### src/source/grad_pkg.sv
package grad_pkg;

    // frame geometry
    localparam int IMG_WIDTH  = 8;
    localparam int IMG_HEIGHT = 8;
    localparam int IMG_PIXELS = IMG_WIDTH * IMG_HEIGHT;
    localparam int COL_W      = $clog2(IMG_WIDTH);

    // memory and datapath widths
    localparam int ADDR_W      = 16;
    localparam int PIXEL_W     = 8;
    localparam int GRAD_W      = 10;
    // gx in the upper half, gy in the lower half
    localparam int GRAD_WORD_W = 2 * GRAD_W;

    typedef enum logic {
        FETCH_IDLE,
        FETCH_READ
    } fetch_state_e;

    typedef enum logic [1:0] {
        ENG_IDLE,
        ENG_STREAM,
        ENG_FLUSH
    } engine_state_e;

endpackage

### src/source/grad_cfg_pkg.sv
package grad_cfg_pkg;

    localparam int CFG_ADDR_W = 2;
    localparam int CFG_DATA_W = 8;

    // --------------------
    // register map
    typedef enum logic [CFG_ADDR_W-1:0] {
        CTRL   = 2'd0,
        MODE   = 2'd1,
        STATUS = 2'd2
    } cfg_reg_e;

    // CTRL and MODE field positions
    localparam int CTRL_START_BIT  = 0;
    localparam int MODE_BORDER_BIT = 0;

    // what stands in for a neighbour outside the frame
    typedef enum logic {
        BORDER_ZERO      = 1'b0,
        BORDER_REPLICATE = 1'b1
    } border_mode_e;

    // --------------------
    // STATUS bits
    localparam int STATUS_BUSY_BIT = 0;
    localparam int STATUS_DONE_BIT = 1;

endpackage

### src/source/grad_cfg_regs.sv
module grad_cfg_regs (
    input  logic                                  clk,
    input  logic                                  reset,
    input  logic                                  cfg_wr,
    input  logic [grad_cfg_pkg::CFG_ADDR_W-1:0]   cfg_addr,
    input  logic [grad_cfg_pkg::CFG_DATA_W-1:0]   cfg_wdata,
    input  logic                                  frame_done,
    output logic [grad_cfg_pkg::CFG_DATA_W-1:0]   cfg_rdata,
    output logic                                  start,
    output grad_cfg_pkg::border_mode_e            border_mode
);
    import grad_cfg_pkg::*;

    logic busy_q;
    logic done_q;
    logic wr_ctrl;
    logic wr_mode;
    logic status_busy;
    logic status_done;

    // --------------------
    // write decode
    assign wr_ctrl = cfg_wr && (cfg_reg_e'(cfg_addr) == CTRL);
    assign wr_mode = cfg_wr && (cfg_reg_e'(cfg_addr) == MODE);

    // frame end shows in STATUS on the same edge as the done strobe
    assign status_busy = busy_q && !frame_done;
    assign status_done = done_q || frame_done;

    // a start request while a frame runs is dropped
    assign start = wr_ctrl && cfg_wdata[CTRL_START_BIT] && !status_busy;

    always_ff @(posedge clk) begin
        if (reset) begin
            busy_q      <= 1'b0;
            done_q      <= 1'b0;
            border_mode <= BORDER_ZERO;
        end else begin
            if (start) begin
                busy_q <= 1'b1;
                done_q <= 1'b0;
            end else if (frame_done) begin
                busy_q <= 1'b0;
                done_q <= 1'b1;
            end
            if (wr_mode) begin
                border_mode <= border_mode_e'(cfg_wdata[MODE_BORDER_BIT]);
            end
        end
    end

    // --------------------
    // read mux
    always_comb begin
        cfg_rdata = '0;
        case (cfg_reg_e'(cfg_addr))
            MODE: begin
                cfg_rdata[MODE_BORDER_BIT] = border_mode;
            end
            STATUS: begin
                cfg_rdata[STATUS_BUSY_BIT] = status_busy;
                cfg_rdata[STATUS_DONE_BIT] = status_done;
            end
            // CTRL start bit is self clearing
            default: begin
                cfg_rdata = '0;
            end
        endcase
    end

endmodule

### src/source/pixel_fetch.sv
module pixel_fetch (
    input  logic                             clk,
    input  logic                             reset,
    input  logic                             start,
    output logic                             img_rd,
    output logic [grad_pkg::ADDR_W-1:0]      img_addr,
    input  logic [grad_pkg::PIXEL_W-1:0]     img_di,
    output logic                             pix_valid,
    output logic [grad_pkg::PIXEL_W-1:0]     pix_data,
    output logic [grad_pkg::ADDR_W-1:0]      pix_index
);
    import grad_pkg::*;

    fetch_state_e       state;
    logic [ADDR_W-1:0]  rd_addr;
    logic               last_addr;

    assign last_addr = (rd_addr == ADDR_W'(IMG_PIXELS - 1));

    // --------------------
    // read sequencer
    always_ff @(posedge clk) begin
        if (reset) begin
            state   <= FETCH_IDLE;
            rd_addr <= '0;
        end else begin
            case (state)
                FETCH_IDLE: begin
                    if (start) begin
                        state   <= FETCH_READ;
                        rd_addr <= '0;
                    end
                end
                FETCH_READ: begin
                    if (last_addr) begin
                        state <= FETCH_IDLE;
                    end else begin
                        rd_addr <= rd_addr + 1'b1;
                    end
                end
                default: begin
                    state <= FETCH_IDLE;
                end
            endcase
        end
    end

    // one read per cycle for the whole frame
    assign img_rd   = (state == FETCH_READ);
    assign img_addr = rd_addr;

    // --------------------
    // memory answers one cycle later, so strobe and index follow by one
    always_ff @(posedge clk) begin
        if (reset) begin
            pix_valid <= 1'b0;
        end else begin
            pix_valid <= img_rd;
        end
    end

    always_ff @(posedge clk) begin
        pix_index <= rd_addr;
    end

    assign pix_data = img_di;

endmodule

### src/source/gradient_engine.sv
module gradient_engine (
    input  logic                                 clk,
    input  logic                                 reset,
    input  logic                                 start,
    input  grad_cfg_pkg::border_mode_e           border_mode,
    input  logic                                 pix_valid,
    input  logic [grad_pkg::PIXEL_W-1:0]         pix_data,
    input  logic [grad_pkg::ADDR_W-1:0]          pix_index,
    output logic                                 grad_wr,
    output logic [grad_pkg::ADDR_W-1:0]          grad_addr,
    output logic [grad_pkg::GRAD_WORD_W-1:0]     grad_do,
    output logic                                 frame_done
);
    import grad_pkg::*;
    import grad_cfg_pkg::*;

    engine_state_e             state;
    border_mode_e              mode_q;
    logic [PIXEL_W-1:0]        win [0:IMG_WIDTH];
    logic [COL_W-1:0]          col;
    logic [COL_W-1:0]          flush_cnt;
    logic                      shift_en;
    logic [PIXEL_W-1:0]        shift_in;
    logic                      last_col;
    logic                      last_row;
    logic [PIXEL_W-1:0]        border_px;
    logic [PIXEL_W-1:0]        right_px;
    logic [PIXEL_W-1:0]        lower_px;
    logic signed [GRAD_W-1:0]  gx;
    logic signed [GRAD_W-1:0]  gy;

    // --------------------
    // line buffer
    // win[0] is pixel j, win[1] its right neighbour, win[IMG_WIDTH] the one below
    assign shift_en = ((state == ENG_STREAM) && pix_valid) || (state == ENG_FLUSH);
    // past the last row zeros are shifted in
    assign shift_in = (state == ENG_FLUSH) ? '0 : pix_data;

    always_ff @(posedge clk) begin
        if (shift_en) begin
            for (int k = 0; k < IMG_WIDTH; k++) begin
                win[k] <= win[k + 1];
            end
            win[IMG_WIDTH] <= shift_in;
        end
    end

    // --------------------
    // state machine
    always_ff @(posedge clk) begin
        if (reset) begin
            state     <= ENG_IDLE;
            mode_q    <= BORDER_ZERO;
            flush_cnt <= '0;
        end else begin
            case (state)
                ENG_IDLE: begin
                    if (start) begin
                        state  <= ENG_STREAM;
                        mode_q <= border_mode;
                    end
                end
                ENG_STREAM: begin
                    if (pix_valid && (pix_index == ADDR_W'(IMG_PIXELS - 1))) begin
                        state     <= ENG_FLUSH;
                        flush_cnt <= '0;
                    end
                end
                ENG_FLUSH: begin
                    // one shift per word of the last row
                    flush_cnt <= flush_cnt + 1'b1;
                    if (flush_cnt == COL_W'(IMG_WIDTH - 1)) begin
                        state <= ENG_IDLE;
                    end
                end
                default: begin
                    state <= ENG_IDLE;
                end
            endcase
        end
    end

    // --------------------
    // write sequencing
    always_ff @(posedge clk) begin
        if (reset) begin
            grad_wr    <= 1'b0;
            grad_addr  <= '0;
            col        <= '0;
            frame_done <= 1'b0;
        end else begin
            frame_done <= grad_wr && (grad_addr == ADDR_W'(IMG_PIXELS - 1));
            case (state)
                ENG_STREAM: grad_wr <= pix_valid && (pix_index >= ADDR_W'(IMG_WIDTH));
                ENG_FLUSH:  grad_wr <= 1'b1;
                default:    grad_wr <= 1'b0;
            endcase
            if (start) begin
                grad_addr <= '0;
                col       <= '0;
            end else if (grad_wr) begin
                grad_addr <= grad_addr + 1'b1;
                // wraps at the row end
                col       <= col + 1'b1;
            end
        end
    end

    // --------------------
    // difference datapath
    assign last_col  = (col == COL_W'(IMG_WIDTH - 1));
    assign last_row  = (grad_addr >= ADDR_W'(IMG_PIXELS - IMG_WIDTH));
    assign border_px = (mode_q == BORDER_REPLICATE) ? win[0] : '0;
    assign right_px  = last_col ? border_px : win[1];
    assign lower_px  = last_row ? border_px : win[IMG_WIDTH];

    assign gx      = GRAD_W'(right_px) - GRAD_W'(win[0]);
    assign gy      = GRAD_W'(lower_px) - GRAD_W'(win[0]);
    assign grad_do = {gx, gy};

endmodule

### src/source/image_gradient.sv
module image_gradient (
    input  logic                                  clk,
    input  logic                                  reset,
    // register bus
    input  logic                                  cfg_wr,
    input  logic [grad_cfg_pkg::CFG_ADDR_W-1:0]   cfg_addr,
    input  logic [grad_cfg_pkg::CFG_DATA_W-1:0]   cfg_wdata,
    output logic [grad_cfg_pkg::CFG_DATA_W-1:0]   cfg_rdata,
    // image memory
    output logic                                  img_rd,
    output logic [grad_pkg::ADDR_W-1:0]           img_addr,
    input  logic [grad_pkg::PIXEL_W-1:0]          img_di,
    // gradient memory
    output logic                                  grad_wr,
    output logic [grad_pkg::ADDR_W-1:0]           grad_addr,
    output logic [grad_pkg::GRAD_WORD_W-1:0]      grad_do,
    output logic                                  done
);
    import grad_pkg::*;
    import grad_cfg_pkg::*;

    logic               start;
    border_mode_e       border_mode;
    logic               pix_valid;
    logic [PIXEL_W-1:0] pix_data;
    logic [ADDR_W-1:0]  pix_index;
    logic               frame_done;

    grad_cfg_regs u_regs (
        .clk         (clk),
        .reset       (reset),
        .cfg_wr      (cfg_wr),
        .cfg_addr    (cfg_addr),
        .cfg_wdata   (cfg_wdata),
        .frame_done  (frame_done),
        .cfg_rdata   (cfg_rdata),
        .start       (start),
        .border_mode (border_mode)
    );

    pixel_fetch u_fetch (
        .clk       (clk),
        .reset     (reset),
        .start     (start),
        .img_rd    (img_rd),
        .img_addr  (img_addr),
        .img_di    (img_di),
        .pix_valid (pix_valid),
        .pix_data  (pix_data),
        .pix_index (pix_index)
    );

    gradient_engine u_engine (
        .clk         (clk),
        .reset       (reset),
        .start       (start),
        .border_mode (border_mode),
        .pix_valid   (pix_valid),
        .pix_data    (pix_data),
        .pix_index   (pix_index),
        .grad_wr     (grad_wr),
        .grad_addr   (grad_addr),
        .grad_do     (grad_do),
        .frame_done  (frame_done)
    );

    // frame end strobe also leaves the chip
    assign done = frame_done;

endmodule

### config.mk
export PLATFORM = sky130hd
export DESIGN_NAME = image_gradient
export DESIGN_NICKNAME = d
export VERILOG_FILES = /design/src/source/grad_pkg.sv /design/src/source/grad_cfg_pkg.sv /design/src/source/grad_cfg_regs.sv /design/src/source/pixel_fetch.sv /design/src/source/gradient_engine.sv /design/src/source/image_gradient.sv
export SDC_FILE = /design/constraint.sdc
export NUM_CORES = 1
export LEC_CHECK = 0
export ABC_AREA = 1
export BUFFER_PORTS_ARGS = -buffer_cell sky130_fd_sc_hd__clkbuf_2
export CORE_MARGIN = 1.5
export CORE_UTILIZATION = 45
export DETAILED_ROUTE_END_ITERATION = 7
export GPL_TIMING_DRIVEN = 0
export PLACE_DENSITY = 0.69
export SYNTH_ARGS = -nofsm -noshare
export SYNTH_HDL_FRONTEND = slang
export SYNTH_SLANG_ARGS = --single-unit
### constraint.sdc
create_clock -name clk -period 2.73 [get_ports clk]
set_input_delay 0 -clock clk [delete_from_list [all_inputs] [get_ports clk]]
set_output_delay 0 -clock clk [all_outputs]
set_load 0.1 [all_outputs]
Word level (Yosys, flattened, before mapping)
Memories as Yosys holds them, arrays and structs flattened.
Index checks and enable logic that the tools add are counted.
{"block": "op_classes", "addsub": 6, "magnitude_cmp": 2, "n_eq_ne": 14, "n_mux": 23, "bitwise_logic": 1, "n_reduce_logical": 22}
{"op": "16-bit by 6-bit equality test with 1-bit output (second input constant)", "n": 3}
{"op": "16-bit by 1-bit adder with 16-bit output (second input constant)", "n": 2}
{"op": "16-bit two-way mux", "n": 2}
{"op": "8-bit two-way mux", "n": 4}
{"op": "16-bit one-hot mux with 2 select lines", "n": 1}
{"op": "8-bit by 8-bit subtractor with 9-bit output", "n": 2}
{"op": "16-bit by 4-bit greater-or-equal comparator with 1-bit output (second input constant)", "n": 1}
{"op": "16-bit by 6-bit greater-or-equal comparator with 1-bit output (second input constant)", "n": 1}
{"op": "2-bit inequality test (second input constant)", "n": 5}
{"op": "1-bit logical AND", "n": 9}
{"op": "1-bit two-way mux", "n": 7}
{"op": "3-bit by 1-bit adder with 3-bit output (second input constant)", "n": 2}
{"op": "3-bit equality test (second input constant)", "n": 2}
{"op": "2-bit two-way mux", "n": 3}
{"op": "1-bit one-hot mux with 2 select lines", "n": 3}
{"op": "2-bit one-hot mux with 3 select lines", "n": 1}
{"op": "3-bit one-hot mux with 2 select lines", "n": 1}
{"op": "2-bit AND reduction", "n": 3}
{"op": "2-bit by 1-bit equality test with 1-bit output (second input constant)", "n": 2}
{"op": "2-bit equality test (second input constant)", "n": 2}
{"op": "2-bit logical NOT", "n": 2}
{"op": "2-bit nonzero test", "n": 2}
{"op": "3-bit two-way mux", "n": 1}
{"op": "3-bit AND reduction", "n": 1}
{"op": "other kinds (4)", "n": 6}
{"block": "totals", "ff_bits": 64, "ram_bits": 72, "input_bits": 21, "output_inout_bits": 63, "wordCells": 83, "memories": 1}
{"memory": "u_engine.win", "words": 9, "word_bits": 8, "read_ports": 9, "rd_clocked_by_memory_dff": 0, "wr": 9, "line": "gradient_engine.sv:19", "source": "logic [PIXEL_W-1:0] win [0:IMG_WIDTH];"}

Longest topological paths before layout
Gate-level depths: netlist (run 1).
{"block": "depth", "ltp_word": 6, "ltp_mapped": 13, "depth_no_buf": 12}

Cells and area by module
From an unflattened synthesis (run 1), not the netlist that was laid out.
{"block": "hier_totals", "cells_unflattened": 651, "hier_area_um2": 6175.9}
{"mod": "gradient_engine", "n_inst": 1, "cells_each": 434, "area_per_inst_um2": 4518.1, "seq_area_each_um2": 2702.6}
{"mod": "pixel_fetch", "n_inst": 1, "cells_each": 184, "area_per_inst_um2": 1408.9, "seq_area_each_um2": 680.7}
{"mod": "grad_cfg_regs", "n_inst": 1, "cells_each": 33, "area_per_inst_um2": 249.0, "seq_area_each_um2": 60.1}

Worst setup path after synthesis (run 1)
Ideal clock, no wire load.
{"block": "synth_timing", "path_type": "register -> output", "from": "register u_engine.grad_addr[4] in the netlist's numbering", "to": "output port grad_do[9] in the netlist's numbering", "arrival_ns": 4.539, "required_ns": 2.730, "setup_slack_ns": -1.809, "path_stages_with_launch": 13, "path_buffers": 2, "path_cell_list": "dfxtp_1 -> nand3_2 -> nand3b_2 -> buf_6 -> nand2_1 -> o21ai_0 -> ha_1 -> inv_1 -> fa_1 -> nand3_1 -> nand2_1 -> a21oi_1 -> buf_4"}
{"block": "synth_between", "elab_chain_len": 3}
{"item": "start: declaration", "line": "gradient_engine.sv:10", "source": "output logic [grad_pkg::ADDR_W-1:0] grad_addr,"}
{"item": "start signal: assignment", "line": "gradient_engine.sv:102", "source": "grad_addr <= grad_addr + 1'b1;"}
{"item": "16-bit by 6-bit greater-or-equal comparator with 1-bit output", "line": "gradient_engine.sv:112", "source": "assign last_row = (grad_addr >= ADDR_W'(IMG_PIXELS - IMG_WIDTH));"}
{"item": "8-bit two-way mux", "line": "gradient_engine.sv:115", "source": "assign lower_px = last_row ? border_px : win[IMG_WIDTH];"}
{"item": "8-bit by 8-bit subtractor with 9-bit output", "line": "gradient_engine.sv:118", "source": "assign gy = GRAD_W'(lower_px) - GRAD_W'(win[0]);"}
{"item": "end: declaration", "line": "image_gradient.sv:16", "source": "output logic [grad_pkg::GRAD_WORD_W-1:0] grad_do,"}
No other way between the ends.

Final worst setup path (run 1)
{"block": "layout_timing", "from": "register u_engine.grad_addr[10] in the netlist's numbering", "to": "output port grad_do[6] in the netlist's numbering"}
Same word-level chain as after synthesis.

==> run metrics, run 1 <==
status=finished with violations; failing checks=negative setup slack; Hold Vio Cnt, Final=0; Synth Area in Simple Gates=0.206; DP Wirelength=8860 µm; xor and xnor area share after synthesis=0.0232; synthesized flop and latch total=136; net switching power=1.81 mW; Comb pwr share=0.230; post-route setup slack=-159 ps; crit start category=flip-flop; Critical Path, Cell by Cell=nor4_4, nand3b_4, buf_4, nor2_1, a21oi_2, ha_4, nand2_1, inv_1, nand4_1, o211ai_1, xor2_4, clkbuf_16; slowest cell on the critical path=dfxtp_4; number of synthesized flops with an enable pin=72; post-synthesis instance area=0.00603 mm²; largest area contributor in the netlist=edfxtp_1; Primary FF master, synth=edfxtp_1; initial antenna violation count=0; FP Rows=42; crit end category=primary output; Reg power frac=0.383; port bufs=69; number of CTS-inserted buffers=17; FFs w/ async S/R, synth=0; core footprint=0.0131 mm²; clk root buf=clkbuf_16; CTS sink cnt=136; endpoints failing setup=7; max incr delay on CP=360 ps; Cells after Synth=624; relative slew slack=0.388; drt drc=0; Syn Area/Cell=9.67 µm²; Reg2Reg Setup Slack=890 ps; routed len/inst=14.7 µm; Internal=4.16 mW; critical path peak fanout=5; worst hold endpoint=u_regs.busy_q$_SDFFE_PP0P_; Finished Layout Cells=945; cell area after layout=0.00836 mm²; Die W=119 µm; H-tree depth=4; WHS=190 ps; worst hold stages=5; critical path class=reg -> out; Total Routing Usage GR=0.203; Pre-antenna DRT Iters=5; via count=4829; Clock Latency Late Sink=420 ps; largest net degree at the start of global routing=74; CTS clk-pin slew, worst paths=60 ps; post-synthesis adder-cell area fraction=0.0668; maxcap violations=0; Netlist cell types=36; CP required=2730 ps; Switching Fraction=0.303; clock share of power=0.387; RSZ-0062 raised after global routing=true; multiplexer area fraction after synthesis=0; largest family of logic cells by synthesized area=simple AND/OR/NAND/NOR gates; pwr/cell area=714 mW/mm²; fmax=346 MHz; gpl congestion=0.847; Hold Crit Start=cfg_addr[1]; post-synthesis sequential area ratio=0.571; dominant cells by area after synthesis=edfxtp_1 (36%), dfxtp_1 (21%), nand2_1 (6.2%), ha_1 (6.0%), nand3_1 (5.6%); CTS tree=done; worst vdd ir=0.000450 V; Layout Skew=6.05 ps; Ys Warns=0; Overall Power=5.97 mW; crit share post-route=1.06; number of DRC markers in iteration 0=248; share of the synthesized area in the top cell type=0.358; Area Growth Syn to Fin=38.6%; first-pass GRT wire length=22600 µm; P_leak=3.36 nW; Inst Count DP=874; Final ANT Viol Nets=0; Final #Nets=808; worst slew pin tran=918 ps; die area=0.0141 mm²; vias in the first global route=4781; Final Util=0.636; most frequent cell after synthesis=nand2_1; R2R depth=4; Tmin final=2890 ps; max-slew violations=0; Synth top cells by count=nand2_1 (99), edfxtp_1 (72), nand3_1 (67), nor2_1 (67), inv_1 (66); post-route setup TNS=-637 ps; routed wire length=13900 µm; compound-gate portion of the synthesized area=0.0707; Starting Density=0.459; height of the die=119 µm; clk buf depth=2; R2R Path Start=u_engine.state[1]$_SDFFE_PP0P_; dpl ws=-357 ps; boundary pin count=84; R2R Path End=u_engine.win[1][1]$_DFFE_PP_; worst hold path type=in -> reg; share of layout cells above drive strength 1=0.307; Via-to-Cell Ratio=5.11; # diodes=0; area post-placement=0.00688 mm²; arrival time worst endpoint=2890 ps; overflow left after global routing=0
[worst max-delay path: cells and delay by family (launching register included)]
| kind | cells | cell delay (ps) |
|---|---|---|
| buffers and inverters | 3 | 470 |
| and+or+nand+nor | 5 | 850 |
| AOI/OAI and AO/OA | 2 | 270 |
| DFF | 1 | 360 |
| adders and majority gates | 1 | 330 |
| xor gates and xnor gates | 1 | 190 |
[cells in the final DEF, fill, tap and decap left out, drive strengths merged]
cell,Yosys,final
nor4,1,1
xnor2,5,5
edfxtp,72,72
o211ai,2,2
a21oi,61,61
o21bai,2,2
nor3,11,11
dlygate4sd3,0,12
nand3,68,68
inv,66,71
o21ai,14,14
a22oi,1,1
buf,14,47
bufinv,0,1
clkbuf,6,92
clkinvlp,0,1
nand2,102,102
and3,1,1
nand3b,4,4
conb,1,6
a21boi,1,1
a31oi,1,1
xor2,11,11
nor3b,2,2
ha,29,29
clkinv,0,2
dfxtp,64,64
nor2,68,68
fa,2,2
nand4,11,11
or2,4,4
[sequential cells by signal, summed over array words and instances (netlist names), 2 cells and up]
name                flops
u_fetch.img_addr       16
u_engine.col            3
u_engine.state          2
u_engine.grad_addr     16
u_fetch.pix_index      16
u_engine.flush_cnt      3
u_engine.win           72
[kinds of logic (layout without fill, tap and decap cells)]
| group | Yosys count | in the layout |
|---|---|---|
| and+or+nand+nor | 272 | 272 |
| DFF | 136 | 136 |
| buffers and inverters | 86 | 226 |
| AOI/OAI and AO/OA | 82 | 82 |
| adders and majority gates | 31 | 31 |
| xor gates and xnor gates | 16 | 16 |
| other | 1 | 6 |
[layout make-up]
type                       count  area (µm²)
inverter                      66         253
sequential                   136        3490
clock inverter                 9        78.8
fill                        1051        4780
timing repair buffer         109         915
buffer                        19         146
multi-input combinational    407        2720
tap                          176         220
clock buffer                  23         531
[power groups by stage]
stage	combinational (mW)	sequential (mW)	clock (mW)
2_1_floorplan	0.904	2.32	0
3_3_place_gp	1.04	2.33	0
3_5_place_dp	1.06	2.33	0
4_1_cts	1.28	2.29	2.34
5_1_grt	1.44	2.29	2.44
6_report	1.37	2.29	2.31
[worst max-delay path by stage]
stage | endpoint | start
after floorplan | grad_do[9] | u_engine.grad_addr[10]$_SDFFE_PP0P_
after global placement | u_engine.win[0][7]$_DFFE_PP_ | u_engine.state[0]$_SDFFE_PP0P_
after detailed placement | grad_do[16] | u_engine.col[0]$_SDFFE_PP0P_
after CTS | grad_do[6] | u_engine.grad_addr[11]$_SDFFE_PP0P_
after global routing | grad_do[6] | u_engine.grad_addr[10]$_SDFFE_PP0P_
final | grad_do[6] | u_engine.grad_addr[10]$_SDFFE_PP0P_
[routing by layer]
metal / global-route usage / share of wire
met5: 0 / 0
met4: 0.0791 / 0.022
met3: 0.0512 / 0.046
met2: 0.356 / 0.52
met1: 0.237 / 0.41
[timing repair]
item / 4_1_cts / 5_1_grt
endpoints found under the setup margin: 18 / 16
hold endpoints to repair: 15 / 0
hold buffers: 12 / 0
gates cloned: 2 / 0
resized for setup: 71 / 55
pin swaps: 17 / 30
setup buffers: 15 / 11
(Power assumes the default switching activity.)
==> inputs of run 2 (changes only) <==
--- a/config.mk
+++ b/config.mk
@@ -7,11 +7,13 @@
 export LEC_CHECK = 0
 export ABC_AREA = 1
 export BUFFER_PORTS_ARGS = -buffer_cell sky130_fd_sc_hd__clkbuf_2
+export CELL_PAD_IN_SITES_DETAIL_PLACEMENT = 0
+export CELL_PAD_IN_SITES_GLOBAL_PLACEMENT = 1
 export CORE_MARGIN = 1.5
-export CORE_UTILIZATION = 45
+export CORE_UTILIZATION = 40
 export DETAILED_ROUTE_END_ITERATION = 7
 export GPL_TIMING_DRIVEN = 0
-export PLACE_DENSITY = 0.69
+export PLACE_DENSITY = 0.77
 export SYNTH_ARGS = -nofsm -noshare
 export SYNTH_HDL_FRONTEND = slang
 export SYNTH_SLANG_ARGS = --single-unit
==> run metrics, run 2 (same netlist as run 1, synthesis figures left out) <==
Buf/Inv on CP=3; max incr delay on CP=410 ps; Hold Vio Cnt, Final=0; Tmin final=2890 ps; critical path class=reg -> out; CTS sink cnt=136; gpl congestion=0.825; vias in the first global route=4474; first-pass GRT wire length=22100 µm; CTS tree=done; post-route setup slack=-160 ps; Overall Power=5.93 mW; overflow left after global routing=0; P_leak=3.31 nW; worst hold path type=in -> reg; Final ANT Viol Nets=0; arrival time worst endpoint=2890 ps; commonest non-fill, non-tap cell in the layout=nand2_1; die area=0.0158 mm²; routed len/inst=14.0 µm; fmax=346 MHz; failing checks=design-rule violations, negative setup slack; H-tree depth=4; Layout Skew=6.46 ps; DP Wirelength=9090 µm; CP required=2730 ps; Final #Nets=803; Die W=126 µm; pwr/cell area=721 mW/mm²; worst vdd ir=0.000407 V; worst slew pin tran=920 ps; critical path peak fanout=5; via count=4669; slowest cell on the critical path=fa_2; routed wire length=13300 µm; number of CTS-inserted buffers=17; number of DRC markers in iteration 0=238; crit start category=flip-flop; height of the die=126 µm; initial antenna violation count=0; max-slew violations=0; clk buf depth=2; endpoints failing setup=6; area post-placement=0.00689 mm²; CTS clk-pin slew, worst paths=50 ps; dpl ws=-455 ps; status=finished with violations; max reg flops=72; Inst Count DP=882; Starting Density=0.412; clk root buf=clkbuf_16; boundary pin count=84; number of fill cells=1276; Pre-antenna DRT Iters=8; Finished Layout Cells=948; largest net degree at the start of global routing=74; drt drc=3; Total Routing Usage GR=0.177; cell area after layout=0.00823 mm²; crit share post-route=1.06; Most flops, register=u_engine.win; core footprint=0.0146 mm²; maxcap violations=0; Clock Latency Late Sink=410 ps; Final Util=0.562; crit end category=primary output; share of layout cells above drive strength 1=0.292; most frequent cells in the layout=nand2_1 (89), edfxtp_1 (72), nor2_1 (63), nand3_1 (63), inv_1 (62); # diodes=0; Via-to-Cell Ratio=4.93; FP Rows=44; Crit path max-delay family=simple AND/OR/NAND/NOR gates; Area Growth Syn to Fin=36.4%; relative slew slack=0.386; Critical Path, Cell by Cell=nor4_4, nand3b_4, buf_6, o21ai_2, ha_2, inv_2, fa_2, nand4_1, o211ai_1, xor2_4, clkbuf_16; port bufs=69; RSZ-0062 raised after global routing=true
run 2: cell types whose count changed in the layout (fill, tap and decap cells not counted), moves of 4 or more:
| cell | delta |
|---|---|
| clkbuf_1 | +4 |
| clkbuf_8 | -4 |
| ha_4 | -4 |
| inv_4 | -5 |
run 2: final timing paths:
| check | end | depth (start not counted) | slack, ps | from |
|---|---|---|---|---|
| max | grad_do[6] | 11 | -160 | u_engine.grad_addr[10]$_SDFFE_PP0P_ |
| min | u_regs.busy_q$_SDFFE_PP0P_ | 5 | 40 | cfg_wdata[0] |
| max reg2reg | u_engine.win[0][27]$_DFFE_PP_ | 4 | 890 | u_engine.state[1]$_SDFFE_PP0P_ |
| min reg2reg | u_engine.win[0][26]$_DFFE_PP_ | 0 | 420 | u_engine.win[1][2]$_DFFE_PP_ |
run 2: timing repair:
action | in CTS | in global routing
gates resized for setup | 77 | 37
hold buffers | 11 | 0
pin swaps | 19 | 12
setup endpoints to repair | 18 | 17
cloned | 2 | 0
setup buffers | 16 | 6
endpoints found under the hold margin | 14 | 0
run 2: final cells by class:
cell class / count / area [µm²] / share of cell area
Multi-Input combinational cell: 407 / 2640 / 0.320
Timing Repair Buffer: 104 / 873 / 0.106
Buffer: 19 / 146 / 0.0178
Clock buffer: 21 / 440 / 0.0535
Clock inverter: 11 / 154 / 0.0187
Inverter: 66 / 253 / 0.0307
Sequential cell: 136 / 3500 / 0.425
Tap cell: 184 / 230 / 0.0280
run 2: power breakdown:
| group | internal (mW) | switching [mW] | leakage (nW) | total (mW) |
|---|---|---|---|---|
| combinational | 0.437 | 0.894 | 1.84 | 1.33 |
| sequential | 2.25 | 0.0368 | 1.18 | 2.29 |
| clock | 1.51 | 0.803 | 0.287 | 2.32 |
| total | 4.20 | 1.73 | 3.31 | 5.93 |
run 2: per-layer routing:
| metal | track usage | up-vias | wire length (µm) |
|---|---|---|---|
| met4 | 0.0663 | 0 | 192 |
| met2 | 0.294 | 96 | 6540 |
| met1 | 0.227 | 2202 | 6100 |
| li1 | - | 2353 | - |
| met3 | 0.0399 | 18 | 480 |
| met5 | 0 | - | 0 |
run 2: tightest hold or removal path: cells and delay by family:
family / cells / cell delay, ps
buffers and inverters: 2 / 120
AOI/OAI and AO/OA: 1 / 80
and+or+nand+nor: 2 / 190
run 2: per-stage QoR:
step | hold WS (ps) | setup TNS [ps]
2_1_floorplan | 195 | -513
3_3_place_gp | 290 | -38740
3_5_place_dp | 299 | -2770
4_1_cts | 21.5 | -826
5_1_grt | 63.2 | -1520
6_report | 37.3 | -621
==> inputs of run 3 (changes only) <==
--- a/config.mk
+++ b/config.mk
@@ -14,6 +14,7 @@
 export DETAILED_ROUTE_END_ITERATION = 7
 export GPL_TIMING_DRIVEN = 0
 export PLACE_DENSITY = 0.77
+export REMOVE_ABC_BUFFERS = 1
 export SYNTH_ARGS = -nofsm -noshare
 export SYNTH_HDL_FRONTEND = slang
 export SYNTH_SLANG_ARGS = --single-unit
==> run metrics, run 3 (same netlist as run 1, synthesis figures left out) <==
status=finished with violations; failing checks=design-rule violations, negative setup slack; worst vdd ir=0.000493 V; R2R Path End=u_engine.win[0][8]$_DFFE_PP_; critical path peak fanout=6; Pre-antenna DRT Iters=8; drt drc=2; commonest non-fill, non-tap cell in the layout=nand2_1; Hold Vio Cnt, Final=0; number of fill cells=1284; FP Rows=44; clk root buf=clkbuf_16; initial antenna violation count=0; crit path from=u_engine.grad_addr[15]$_SDFFE_PP0P_; number of CTS-inserted buffers=17; routed len/inst=14.1 µm; M1 GR Usage=0.210; RSZ-0062 raised after global routing=true; R2R Path Start=u_engine.state[0]$_SDFFE_PP0P_; Area Growth Syn to Fin=31.5%; layer with the highest usage=met2; port bufs=70; via count=4683; clock share of power=0.379; P_leak=3.18 nW; Hold Crit Start=cfg_wdata[0]; worst slew pin tran=907 ps; share of layout cells above drive strength 1=0.274; arrival time worst endpoint=2860 ps; DP Wirelength=8350 µm; die area=0.0158 mm²; core footprint=0.0146 mm²; max reg flops=72; CP required=2730 ps; Tmin final=2860 ps; vias in the first global route=4458; endpoints failing setup=6; pwr/cell area=711 mW/mm²; Clock Latency Late Sink=410 ps; gpl congestion=0.816; R2R depth=4; met3 Resource Use GR=0.0433; maxcap violations=0; CTS tree=done; WHS=44.0 ps; Final ANT Viol Nets=0; Switching Fraction=0.301; Overall Power=5.64 mW; H-tree depth=4; net switching power=1.70 mW; worst hold path type=in -> reg; crit share post-route=1.05; boundary pin count=84; # diodes=0; Via-to-Cell Ratio=5.03; Comb pwr share=0.214; Reg power frac=0.408; Final #Nets=786; max-slew violations=0; CTS clk-pin slew, worst paths=60 ps; first-pass GRT wire length=21400 µm; fmax=350 MHz; overflow left after global routing=0; worst hold stages=5; Starting Density=0.412; crit end category=primary output; relative slew slack=0.396; Layout Skew=7.27 ps; critical path class=reg -> out; Internal=3.94 mW; post-route setup slack=-129 ps; Die W=126 µm; Total Routing Usage GR=0.170; clk buf depth=2; routed wire length=13100 µm; crit start category=flip-flop; Reg2Reg Setup Slack=570 ps; height of the die=126 µm; Most flops, register=u_engine.win; CP endpoint=grad_do[6]; M2 GR Usage=0.289; most frequent cells in the layout=nand2_1 (91), edfxtp_1 (72), nand3_1 (64), inv_1 (63), nor2_1 (60); largest net degree at the start of global routing=74; number of DRC markers in iteration 0=283; CTS sink cnt=136
==> run 3: cell types whose count changed in the layout (fill, tap and decap cells not counted), sizes merged <==
cell         previous run  this run
bufinv                  4         1
nand3b                  4         5
clkbuf                 91        86
inv                    66        67
clkinvlp                1         2
buf                    42        31
dlygate4sd3            11        10
==> run 3: timing repair <==
action / CTS / global route
setup endpoints to repair: 18 / 17
pin swaps: 12 / 30
resized for setup: 62 / 79
buffers inserted: 12 / 12
gates cloned: 2 / 0
endpoints found under the hold margin: 9 / 0
hold buffers: 10 / 0
==> run 3: stage by stage <==
stage / setup WS [ps] / utilization / instances / setup TNS, ps / cell area [µm²]
4_1_cts: -153 / 0.515 / 919 / -717 / 7530
3_3_place_gp: -743 / 0.444 / 863 / -54850 / 6500
5_1_grt: -355 / 0.542 / 931 / -1450 / 7930
3_5_place_dp: -234 / 0.445 / 863 / -1140 / 6510
6_report: -129 / 0.542 / 931 / -416 / 7930
2_1_floorplan: -2630 / - / 609 / -24450 / 5920
==> run 3: layout make-up <==
cell class,instances,area (µm²),area share
Tap cell,184,230,0.0290
Multi-Input combinational cell,408,2580,0.326
Inverter,66,251,0.0317
Timing Repair Buffer,104,841,0.106
Sequential cell,136,3460,0.436
Clock buffer,23,488,0.0615
Clock inverter,9,72.6,0.00915
Timing Repair inverter,1,7.51,0.000947
==> run 3: power by group through the flow <==
stage | Sequential (mW) | Clock [mW] | Combinational, mW
floorplan | 2.34 | 0 | 0.792
global placement | 2.34 | 0 | 0.934
detailed placement | 2.34 | 0 | 0.948
CTS | 2.30 | 2.18 | 1.07
global route | 2.31 | 2.27 | 1.27
finish | 2.30 | 2.14 | 1.21
==> run 3: how the worst min path moves through the flow <==
stage	end	slack, ps
2_1_floorplan	u_engine.flush_cnt[0]$_SDFFE_PP0P_	70
3_3_place_gp	u_engine.win[2][7]$_SDFFCE_PP0P_	300
3_5_place_dp	u_engine.win[2][7]$_SDFFCE_PP0P_	300
4_1_cts	u_regs.busy_q$_SDFFE_PP0P_	30
5_1_grt	u_regs.busy_q$_SDFFE_PP0P_	100
6_report	u_regs.busy_q$_SDFFE_PP0P_	40
==> run 3: critical path: stages, from the launching register on <==
cell      delay [ps]
dfxtp_4          360
nor4_4           270
buf_6            150
nand3b_4         170
buf_6            190
nor2_4            90
a21oi_2           50
ha_4             290
nand2_2           80
inv_2             50
nand4_1          100
o211ai_1         140
xor2_1           220
clkbuf_8         270
==> run 3: routing by layer <==
layer  routed length [µm]  vias to the layer above
met5                    0                        -
li1                     -                     2324
met1                 5830                     2247
met3                  523                       15
met2                 6570                       97
met4                  194                        0
